File: src/logic/rv_exec_pkg.sv
`default_nettype none

package rv_exec_pkg;

   // major opcodes of the RV64I integer, jump, branch, load and store groups.
   localparam logic [6:0] OPC_LOAD     = 7'b0000011;
   localparam logic [6:0] OPC_OP_IMM   = 7'b0010011;
   localparam logic [6:0] OPC_AUIPC    = 7'b0010111;
   localparam logic [6:0] OPC_OP_IMM32 = 7'b0011011;
   localparam logic [6:0] OPC_STORE    = 7'b0100011;
   localparam logic [6:0] OPC_OP       = 7'b0110011;
   localparam logic [6:0] OPC_LUI      = 7'b0110111;
   localparam logic [6:0] OPC_OP32     = 7'b0111011;
   localparam logic [6:0] OPC_BRANCH   = 7'b1100011;
   localparam logic [6:0] OPC_JALR     = 7'b1100111;
   localparam logic [6:0] OPC_JAL      = 7'b1101111;

   typedef enum logic [4:0] {
      ALU_ADD, ALU_SUB, ALU_AND, ALU_OR, ALU_XOR,
      ALU_SLL, ALU_SRL, ALU_SRA, ALU_SLT, ALU_SLTU,
      ALU_ADDW, ALU_SUBW, ALU_SLLW, ALU_SRLW, ALU_SRAW,
      ALU_BEQ, ALU_BNE, ALU_BLT, ALU_BGE, ALU_BLTU, ALU_BGEU,
      ALU_PASS_B, ALU_LINK
   } alu_op_e;

   // operand a is rs1 or pc, operand b is rs2 or the immediate.
   typedef enum logic [1:0] {
      OPND_RS1_RS2,
      OPND_RS1_IMM,
      OPND_PC_IMM
   } opnd_sel_e;

   // the encoding follows funct3[1:0] of loads and stores.
   typedef enum logic [1:0] {
      MEM_BYTE,
      MEM_HALF,
      MEM_WORD,
      MEM_DOUBLE
   } mem_size_e;

   typedef struct packed {
      logic [63:0] pc;
      logic [31:0] insn;
   } fetch_pkt_t;

   typedef struct packed {
      alu_op_e     alu_op;
      opnd_sel_e   opnd_sel;
      logic [63:0] imm;
      logic [4:0]  rd;
      logic [4:0]  rs1;
      logic [4:0]  rs2;
      logic        rs1_re;
      logic        rs2_re;
      logic        we;
      logic        load;
      logic        store;
      mem_size_e   mem_size;
      logic        sext;
      logic        is_branch;
      logic        is_jump;
      logic        illegal;
   } decoded_t;

   typedef struct packed {
      logic [63:0] pc;
      decoded_t    dec;
      logic [63:0] op_a;
      logic [63:0] op_b;
      logic [63:0] store_data;
   } issue_pkt_t;

   typedef struct packed {
      logic        load;
      logic        store;
      mem_size_e   size;
      logic        sext;
      logic [63:0] addr;
      logic [63:0] data;
   } mem_req_t;

   typedef struct packed {
      logic [63:0] pc;
      logic [4:0]  rd;
      logic        we;
      logic [63:0] wdata;
      logic        taken;
      logic [63:0] target;
      logic        illegal;
      mem_req_t    mem;
   } exec_result_t;

endpackage

`default_nettype wire

File: src/logic/insn_decoder.sv
`default_nettype none

module insn_decoder import rv_exec_pkg::*; (
   input  logic [31:0] i_insn,
   output decoded_t    o_dec
);

   logic [6:0]  opcode;
   logic [2:0]  funct3;
   logic [6:0]  funct7;
   logic        f7_zero;
   logic        f7_alt;
   logic        legal;
   logic [63:0] imm_i;
   logic [63:0] imm_s;
   logic [63:0] imm_b;
   logic [63:0] imm_u;
   logic [63:0] imm_j;

   assign opcode  = i_insn[6:0];
   assign funct3  = i_insn[14:12];
   assign funct7  = i_insn[31:25];
   assign f7_zero = (funct7 == 7'b0000000);
   assign f7_alt  = (funct7 == 7'b0100000);

   assign imm_i = {{52{i_insn[31]}}, i_insn[31:20]};
   assign imm_s = {{52{i_insn[31]}}, i_insn[31:25], i_insn[11:7]};
   assign imm_b = {{52{i_insn[31]}}, i_insn[7], i_insn[30:25], i_insn[11:8], 1'b0};
   assign imm_u = {{32{i_insn[31]}}, i_insn[31:12], 12'b0};
   assign imm_j = {{44{i_insn[31]}}, i_insn[19:12], i_insn[20], i_insn[30:21], 1'b0};

   function automatic alu_op_e full_op(input logic [2:0] f3, input logic alt);
      case (f3)
         3'b000:  full_op = alt ? ALU_SUB : ALU_ADD;
         3'b001:  full_op = ALU_SLL;
         3'b010:  full_op = ALU_SLT;
         3'b011:  full_op = ALU_SLTU;
         3'b100:  full_op = ALU_XOR;
         3'b101:  full_op = alt ? ALU_SRA : ALU_SRL;
         3'b110:  full_op = ALU_OR;
         default: full_op = ALU_AND;
      endcase
   endfunction

   function automatic alu_op_e word_op(input logic [2:0] f3, input logic alt);
      case (f3)
         3'b001:  word_op = ALU_SLLW;
         3'b101:  word_op = alt ? ALU_SRAW : ALU_SRLW;
         default: word_op = alt ? ALU_SUBW : ALU_ADDW;
      endcase
   endfunction

   always_comb begin
      o_dec          = '0;
      o_dec.rd       = i_insn[11:7];
      o_dec.rs1      = i_insn[19:15];
      o_dec.rs2      = i_insn[24:20];
      o_dec.mem_size = mem_size_e'(funct3[1:0]);
      legal          = 1'b0;
      case (opcode)
         OPC_LUI: begin
            legal          = 1'b1;
            o_dec.we       = 1'b1;
            o_dec.alu_op   = ALU_PASS_B;
            o_dec.opnd_sel = OPND_RS1_IMM;
            o_dec.imm      = imm_u;
         end
         OPC_AUIPC: begin
            legal          = 1'b1;
            o_dec.we       = 1'b1;
            o_dec.opnd_sel = OPND_PC_IMM;
            o_dec.imm      = imm_u;
         end
         OPC_JAL: begin
            legal          = 1'b1;
            o_dec.we       = 1'b1;
            o_dec.is_jump  = 1'b1;
            o_dec.alu_op   = ALU_LINK;
            o_dec.opnd_sel = OPND_PC_IMM;
            o_dec.imm      = imm_j;
         end
         OPC_JALR: begin
            legal          = (funct3 == 3'b000);
            o_dec.we       = 1'b1;
            o_dec.is_jump  = 1'b1;
            o_dec.rs1_re   = 1'b1;
            o_dec.alu_op   = ALU_LINK;
            o_dec.opnd_sel = OPND_RS1_IMM;
            o_dec.imm      = imm_i;
         end
         OPC_BRANCH: begin
            legal           = (funct3[2:1] != 2'b01);
            o_dec.is_branch = 1'b1;
            o_dec.rs1_re    = 1'b1;
            o_dec.rs2_re    = 1'b1;
            o_dec.imm       = imm_b;
            case (funct3)
               3'b000:  o_dec.alu_op = ALU_BEQ;
               3'b001:  o_dec.alu_op = ALU_BNE;
               3'b100:  o_dec.alu_op = ALU_BLT;
               3'b101:  o_dec.alu_op = ALU_BGE;
               3'b110:  o_dec.alu_op = ALU_BLTU;
               default: o_dec.alu_op = ALU_BGEU;
            endcase
         end
         OPC_LOAD: begin
            // load data never returns here, so a load writes no register.
            legal          = (funct3 != 3'b111);
            o_dec.load     = 1'b1;
            o_dec.sext     = !funct3[2];
            o_dec.rs1_re   = 1'b1;
            o_dec.opnd_sel = OPND_RS1_IMM;
            o_dec.imm      = imm_i;
         end
         OPC_STORE: begin
            legal          = !funct3[2];
            o_dec.store    = 1'b1;
            o_dec.rs1_re   = 1'b1;
            o_dec.rs2_re   = 1'b1;
            o_dec.opnd_sel = OPND_RS1_IMM;
            o_dec.imm      = imm_s;
         end
         OPC_OP_IMM: begin
            // shifts keep six shamt bits, so only funct7[6:1] is fixed.
            legal = (funct3 == 3'b001) ? (funct7[6:1] == 6'b000000) :
                    (funct3 == 3'b101) ? (funct7[6:1] == 6'b000000 ||
                                          funct7[6:1] == 6'b010000) : 1'b1;
            o_dec.we       = 1'b1;
            o_dec.rs1_re   = 1'b1;
            o_dec.opnd_sel = OPND_RS1_IMM;
            o_dec.imm      = imm_i;
            o_dec.alu_op   = full_op(funct3, funct3 == 3'b101 && funct7[5]);
         end
         OPC_OP: begin
            legal        = f7_zero || (f7_alt && (funct3 == 3'b000 || funct3 == 3'b101));
            o_dec.we     = 1'b1;
            o_dec.rs1_re = 1'b1;
            o_dec.rs2_re = 1'b1;
            o_dec.alu_op = full_op(funct3, f7_alt);
         end
         OPC_OP_IMM32: begin
            legal = (funct3 == 3'b000) || (funct3 == 3'b001 && f7_zero) ||
                    (funct3 == 3'b101 && (f7_zero || f7_alt));
            o_dec.we       = 1'b1;
            o_dec.rs1_re   = 1'b1;
            o_dec.opnd_sel = OPND_RS1_IMM;
            o_dec.imm      = imm_i;
            o_dec.alu_op   = word_op(funct3, funct3 == 3'b101 && f7_alt);
         end
         OPC_OP32: begin
            legal = (funct3 == 3'b001 && f7_zero) ||
                    ((funct3 == 3'b000 || funct3 == 3'b101) && (f7_zero || f7_alt));
            o_dec.we     = 1'b1;
            o_dec.rs1_re = 1'b1;
            o_dec.rs2_re = 1'b1;
            o_dec.alu_op = word_op(funct3, f7_alt);
         end
         default: begin
            legal = 1'b0;
         end
      endcase
      o_dec.we = o_dec.we && (o_dec.rd != 5'd0);
      // an illegal encoding leaves no trace apart from its flag.
      if (!legal) begin
         o_dec         = '0;
         o_dec.illegal = 1'b1;
      end
   end

endmodule

`default_nettype wire

File: config.mk
export PLATFORM = sky130hd
export DESIGN_NAME = insn_decoder
export DESIGN_NICKNAME = d
export VERILOG_FILES = /design/src/logic/rv_exec_pkg.sv /design/src/logic/insn_decoder.sv
export SDC_FILE = /design/constraint.sdc
export NUM_CORES = 1
export LEC_CHECK = 0
export ABC_AREA = 1
export ABC_CLOCK_PERIOD_IN_PS = 6700
export BUFFER_PORTS_ARGS = -buffer_cell sky130_fd_sc_hd__buf_2
export CAP_MARGIN = 25
export CORE_MARGIN = 5
export CORE_UTILIZATION = 24
export DETAILED_ROUTE_END_ITERATION = 7
export REMOVE_ABC_BUFFERS = 1
export SYNTH_ARGS = -nofsm -noshare
export SYNTH_HDL_FRONTEND = slang
export SYNTH_SLANG_ARGS = --single-unit
File: constraint.sdc
create_clock -name vclk -period 6.7
set_clock_uncertainty 0.15 [all_clocks]
set_input_delay 0.67 -clock vclk [all_inputs]
set_output_delay 0.67 -clock vclk [all_outputs]
set_load 0.01 [all_outputs]
== Yosys cells after proc, flatten, opt, wreduce, memory -nomap -nowiden ==
Index checks and enable logic that the tools add are counted.

* Flip-flop bits (word level): 0
* Input port bits: 32
* Output and inout port bits: 97

* Equality and inequality tests: 21
* Multiplexer cells: 28
* Reductions and logical operators: 28

{| class="wikitable"
|+ Operators with widths
! cell !! number
|-
| $pmux W64 S5 || 1
|-
| $mux W97 || 1
|-
| $pmux W4 S7 || 2
|-
| $eq A7 B6 Y1 const B || 5
|-
| $pmux W5 S7 || 1
|-
| $pmux W5 S5 || 1
|-
| $eq A7 B5 Y1 const B || 3
|-
| $eq A7 B7 Y1 const B || 3
|-
| $mux W1 || 16
|-
| $reduce_or A8 Y1 || 2
|-
| $pmux W3 S2 || 2
|-
| $eq A3 B3 Y1 const B || 3
|-
| $pmux W1 S9 || 1
|-
| $reduce_or A4 Y1 || 2
|-
| $eq A7 B2 Y1 const B || 1
|-
| $logic_and A1 B1 Y1 || 7
|-
| $logic_not A7 Y1 || 1
|-
| $logic_or A1 B1 Y1 || 7
|-
| $eq A3 B2 Y1 const B || 2
|-
| $eq A6 B5 Y1 const B || 1
|-
| $logic_not A6 Y1 || 1
|-
| $reduce_or A2 Y1 || 3
|-
| $reduce_or A6 Y1 || 1
|-
| $reduce_bool A5 Y1 || 1
|-
| other kinds (8) || 9
|}

== Longest topological paths before layout ==
Gate-level depths: netlist of the first run.

* Depth in word-level cells: 6
* Mapped depth: 14

== Worst setup path after synthesis of the first run ==
No wires, ideal clock.

* Kind: input-to-output
* Start point: input port i_insn[13]
* End point: output port o_dec[58] (netlist bit)
* Arrival: 3.105 ns
* Slack: 2.775 ns
* Stages on the path: 13
* Path buffers: 3
* Cells stage by stage: buf_4 nor2_2 nand2_2 nand3b_1 nand2_1 nor2_1 nand2_1 inv_1 nand3_2 inv_2 buf_2 nor2_1 buf_4

{| class="wikitable"
|+ RTL lines
! element !! line !! RTL
|-
| from (decl) || insn_decoder.sv:4 || <nowiki>input logic [31:0] i_insn,</nowiki>
|-
| to (decl) || insn_decoder.sv:5 || <nowiki>output decoded_t o_dec</nowiki>
|}

==> PnR_summary.wiki, run 1 <==
{| class="wikitable"
! Metric !! Value
|-
| Run status || finished, final reports clean
|-
| First-pass GRT wire length || 9.77 mm
|-
| Layout area overhead || 29.4%
|-
| Kind of start point of the critical path || primary input
|-
| Cell type contributing the most total cell area after synthesis || nor2_1
|-
| Ranking of synthesized cells by instance count || nor2_1, nand2_1, inv_1, buf_4, nand3_1
|-
| Final hold slack || 1.51 ns
|-
| Post-detailed-route wirelength per cell || 12.0 um
|-
| Share of Yosys cell area claimed by the top area cell type || 25.7%
|-
| Final worst path period need || 3.57 ns
|-
| Number of vias per cell after detailed routing || 4.49
|-
| Crit-path max cell delay || 0.28 ns
|-
| Number of global-route vias before repair || 2156
|-
| Post-route DRC || 0
|-
| Gr usage total || 13.4%
|-
| Layout cells sized above 1 || 38.6%
|-
| Normalized max-slew margin || 52.2%
|-
| Die outline area || 8230 sq um
|-
| Setup repair after global routing missed its margin || no
|-
| Crit path top cell by count || nand2_1
|-
| Placed Instances || 493
|-
| Clock Buffer Count || 0
|-
| Largest voltage drop on the vdd net || 0.0122 mV
|-
| 1st-iter DRT viols || 98
|-
| Critical path class || in -> out
|-
| Cells after synthesis || 327
|-
| Final design utilization || 31.9%
|-
| Dominant cell by count in the synthesized netlist || nor2_1
|-
| Transition time at the pin with the least slew margin || 0.715 ns
|-
| Total of endpoints with negative setup slack in the final report || 0
|-
| Setup slack after layout || 3.13 ns
|-
| Number of placement rows || 29
|-
| Pin count of the biggest net entering global routing || 59
|-
| Peak fanout along the critical path || 44
|-
| Dominant cells by area after synthesis || nor2_1, buf_4, nand2_1
|-
| Final global-route overflow total || 0
|-
| Max-cap check violation count || 0
|-
| Placement Cell Area || 2000 sq um
|-
| Data arrival at the endpoint of the critical path || 2.75 ns
|-
| Post-synthesis sequential area ratio || 0%
|-
| Portion of the clock cycle consumed by the worst path in the final layout || 53.3%
|-
| Number of hold buffers added after CTS || 0
|-
| Min-delay worst type || in -> out
|-
| Net total in the final layout || 451
|-
| Hold Vio Cnt, Final || 0
|-
| Ports || 129
|-
| Req. time, crit path || 5.88 ns
|-
| Synth Cell Area || 1560 sq um
|-
| Starting density of the core || 24.6%
|-
| Post CTS Setup Buffer Count || 0
|-
| Final setup TNS || 0 ns
|-
| Number of antenna diodes || 0
|-
| Sum of net half-perimeters after detailed placement || 4.99 mm
|-
| Number of optimization iterations in the first detailed-route pass || 4
|-
| Total wire length after detailed routing || 5.93 mm
|-
| Kind of capture point of the worst setup path || output port
|-
| Final cell count without fillers || 494
|-
| Sequential cell area in the final layout || 0 sq um
|-
| Pwr per Cell Area || 30.5 nW/um^2
|-
| Setup Slack @ Placement || 2.68 ns
|-
| Number of sequential cells || 0
|-
| Die span in x || 90.7 um
|-
| Core footprint || 6350 sq um
|-
| Reported leakage power || 1.40 nW
|-
| Chip height || 90.7 um
|-
| Synth warnings || 0
|-
| Maximum clock frequency || 0.280 GHz
|-
| Post-route antenna net violation count || 0
|-
| Cell-by-cell listing of the critical path || buf_2 > inv_1 > nand2_1 > nor2_2 > nand3_1 > nand2_1 > nor2_1 > nand2_1 > inv_1 > nand3_2 > inv_2 > buf_12 > nor2_1 > buf_4 > buf_2
|-
| Antenna violations before repair || 0
|-
| Post-route cell area || 2020 sq um
|-
| Final total power || 0.0618 mW
|-
| Port Buffers || 129
|-
| Unique masters post-synth || 27
|-
| Post-synthesis area per instance || 4.78 sq um
|-
| Critical Path Slowest Stage Cell || nor2_1
|-
| Count of final max-slew check failures || 0
|-
| Routed vias || 2220
|-
| Global placement routability congestion || 0.880
|-
| Number of cells upsized or downsized after cts || 0
|}
cells by family (layout without fill, tap and decap cells):
kind of cell | after synthesis | after routing | share of synthesized area, %
AO/OA/AOI/OAI | 27 | 27 | 10.6
buffers and inverters | 92 | 182 | 32.4
AND/OR/NAND/NOR | 208 | 208 | 57.0
per-layer routing:
layer	track usage [%]	up-vias	routed length, um
met5	0	-	0
met2	24.8	119	2810
met3	3.00	2	695
met4	0.620	0	8
li1	-	1145	-
met1	16.4	954	2420
cell usage in the layout, fill, tap and decap left out, types with 2 or more instances in the layout:
cell type	count
inv_1	45
a22oi_1	5
nor2_1	107
buf_4	2
o21ai_0	13
nand4_1	2
nand2_2	4
nor3_1	3
nand2_1	52
nand3_1	19
nor2_2	17
o211ai_1	3
buf_2	129
inv_2	4
o22ai_1	2
final cells by class:
| type | instances | area [sq um] |
|---|---|---|
| tap | 77 | 96.3 |
| fill | 742 | 4330 |
| timing repair buffer | 132 | 681 |
| inverter | 50 | 190 |
| multi-input combinational | 235 | 1060 |
critical path, delay by kind of cell:
family / cells / cell delay, ns
AND/OR/NAND/NOR: 8 / 1.04
buffers and inverters: 7 / 1.00
report_power, final:
| part | switching (mW) | leakage [nW] | internal (mW) | total [mW] |
|---|---|---|---|---|
| Combinational | 0.0406 | 1.40 | 0.0211 | 0.0618 |
| Clock | 0 | 0 | 0 | 0 |
| Sequential | 0 | 0 | 0 | 0 |
| Total | 0.0406 | 1.40 | 0.0211 | 0.0618 |
worst paths after layout:
kind | from | end | slack [ns] | cells past startpoint
setup / recovery | i_insn[4] | o_dec[58] | 3.13 | 15
hold / removal | i_insn[19] | o_dec[20] | 1.51 | 4
(Power assumes the default switching activity.)
==> run 2, diff against run 1 <==
--- a/config.mk
+++ b/config.mk
@@ -6,7 +6,7 @@
 export NUM_CORES = 1
 export LEC_CHECK = 0
 export ABC_AREA = 1
-export ABC_CLOCK_PERIOD_IN_PS = 6700
+export ABC_CLOCK_PERIOD_IN_PS = 3200
 export BUFFER_PORTS_ARGS = -buffer_cell sky130_fd_sc_hd__buf_2
 export CAP_MARGIN = 25
 export CORE_MARGIN = 5
==> constraint.sdc (replaced) <==
create_clock -name vclk -period 3.2
set_clock_uncertainty 0.15 [all_clocks]
set_input_delay 0.32 -clock vclk [all_inputs]
set_output_delay 0.32 -clock vclk [all_outputs]
set_load 0.01 [all_outputs]
==> run 2 against run 1 <==
Via count up 0.36%. Worst setup slack worse by 2.6 ns. Clock-buffer cell count unchanged. Global-route usage is 0.29 points higher. Combinational power up 110%. Critical path type unchanged. Cell count increased by 0.40%. Die area did not move.
==> PnR_summary.wiki, run 2 (synthesized netlist as in run 1, its figures left out) <==
{| class="wikitable"
! Metric !! Value
|-
| Run status || finished, final reports clean
|-
| Family of cells with the greatest summed delay on the critical path || buffers and inverters
|-
| Req. time, crit path || 2.73 ns (-3.15 ns)
|-
| Largest voltage drop on the vdd net || 0.0354 mV (+190%)
|-
| Placed Instances || 496 (+0.61%)
|-
| Fill cell count || 754 (+1.6%)
|-
| Capturing instance or port of the critical path || o_dec[40]
|-
| Ports || 129 (unchanged)
|-
| Gr usage total || 13.7% (+0.29 points)
|-
| Number of hold buffers added after CTS || 0 (unchanged)
|-
| Number of cells upsized or downsized after cts || 0 (unchanged)
|-
| Critical Path Slowest Stage Cell || buf_4
|-
| Post-route DRC || 0 (unchanged)
|-
| Final worst path period need || 2.65 ns
|-
| Kind of start point of the critical path || primary input
|-
| Number of placement rows || 29 (unchanged)
|-
| Hold Vio Cnt, Final || 0 (unchanged)
|-
| Data arrival at the endpoint of the critical path || 2.18 ns (-0.57 ns)
|-
| Pin count of the biggest net entering global routing || 34 (-42%)
|-
| Portion of the clock cycle consumed by the worst path in the final layout || 82.8%
|-
| Global placement routability congestion || 0.867 (-1.5%)
|-
| Core footprint || 6350 sq um (unchanged)
|-
| Sum of net half-perimeters after detailed placement || 5.14 mm (+2.9%)
|-
| Post CTS Setup Buffer Count || 0 (unchanged)
|-
| Number of vias per cell after detailed routing || 4.49 (about the same)
|-
| Net total in the final layout || 453 (+0.44%)
|-
| Critical path class || in -> out
|-
| Post-route antenna net violation count || 0 (unchanged)
|-
| Antenna violations before repair || 0 (unchanged)
|-
| Post-detailed-route wirelength per cell || 12.3 um (+2.8%)
|-
| Critical path launch point || i_insn[1]
|-
| Transition time at the pin with the least slew margin || 0.443 ns (-0.272 ns)
|-
| Final cell count without fillers || 496 (+0.40%)
|-
| Pwr per Cell Area || 64.2 nW/um^2 (+110%)
|-
| Final global-route overflow total || 0 (unchanged)
|-
| Reported leakage power || 1.40 nW (+0.24%)
|-
| Sequential cell area in the final layout || 0 sq um (unchanged)
|-
| Number of antenna diodes || 0 (unchanged)
|-
| Layout cells sized above 1 || 38.9% (+0.29 points)
|-
| Maximum clock frequency || 0.377 GHz
|-
| Total of endpoints with negative setup slack in the final report || 0 (unchanged)
|-
| Most common cell after layout, fill and taps aside || buf_2
|-
| Routed vias || 2228 (+0.36%)
|-
| Min-delay worst type || in -> out
|-
| 1st-iter DRT viols || 83 (-15%)
|-
| Starting density of the core || 24.6% (unchanged)
|-
| Number of global-route vias before repair || 2115 (-1.9%)
|-
| Setup repair after global routing missed its margin || no
|-
| Final total power || 0.130 mW (+110%)
|-
| Die span in x || 90.7 um (unchanged)
|-
| Crit-path max cell delay || 0.35 ns (+0.07 ns)
|-
| Number of optimization iterations in the first detailed-route pass || 4 (unchanged)
|-
| Commonest cells after routing, fill and taps aside || buf_2, nor2_1, nand2_1
|-
| Critical path depth || 11 (-4)
|-
| Chip height || 90.7 um (unchanged)
|-
| Clock Buffer Count || 0 (unchanged)
|-
| Count of buffer and inverter cells on the critical path || 5 (-2)
|-
| Normalized max-slew margin || 70.5% (+18 points)
|-
| Number of sequential cells || 0 (unchanged)
|-
| First-pass GRT wire length || 9.89 mm (+1.2%)
|-
| Total wire length after detailed routing || 6.12 mm (+3.2%)
|-
| Max-cap check violation count || 0 (unchanged)
|-
| Peak fanout along the critical path || 28 (-36%)
|-
| Count of final max-slew check failures || 0 (unchanged)
|-
| Kind of capture point of the worst setup path || output port
|-
| Layout area overhead || 29.6%
|-
| Die outline area || 8230 sq um (unchanged)
|-
| Cell-by-cell listing of the critical path || buf_2 > nand2_1 > inv_1 > nand4_2 > nand2_1 > nor2_2 > nand3_2 > inv_2 > buf_4 > nor2_1 > buf_2
|-
| Port Buffers || 129 (unchanged)
|}
run 2: cell types whose count changed in the layout (fill, tap and decap cells not counted), sizes merged:
| cell | previous run | this run |
|---|---|---|
| buf | 132 | 134 |
run 2: through the flow:
stage	setup TNS, ns	hold WS [ns]	utilization [%]	worst slack [ns]	area, sq um
finish	0	0.810	31.9	0.550	2030
CTS	0	0.812	31.9	0.560	2030
global route	0	0.841	31.9	0.340	2030
detailed placement	0	0.809	31.9	0.562	2030
floorplan	-91.78	0.538	-	-2.78	1250
global placement	0	0.811	31.9	0.617	2030
run 2: per-layer routing:
| layer | GRT usage (%) | vias up | share of wire, % |
|---|---|---|---|
| met2 | 24.7 | 107 | 47 |
| met3 | 2.17 | 0 | 9.5 |
| met4 | 0.248 | 0 | 0 |
| met5 | 0 | - | 0 |
| met1 | 18.0 | 964 | 44 |
| li1 | - | 1157 | - |
run 2: power breakdown:
part / internal (mW) / switching [mW]
clock: 0 / 0
sequential: 0 / 0
combinational: 0.0439 / 0.0862
total: 0.0439 / 0.0862
run 2: worst min path at each step:
stage,endpoint,depth (start not counted),slack (ns),start
6_report,o_dec[19],4,0.81,i_insn[18]
5_1_grt,o_dec[25],4,0.84,i_insn[11]
4_1_cts,o_dec[19],4,0.81,i_insn[18]
3_5_place_dp,o_dec[19],4,0.81,i_insn[18]
3_3_place_gp,o_dec[17],4,0.81,i_insn[16]
2_1_floorplan,o_dec[3],1,0.54,i_insn[14]
run 2: cell type report:
type | count | area, sq um | share of cell area [%]
Timing Repair Buffer | 134 | 683 | 33.7
Tap cell | 77 | 96.3 | 4.75
Inverter | 50 | 190 | 9.38
Multi-Input combinational cell | 235 | 1060 | 52.2
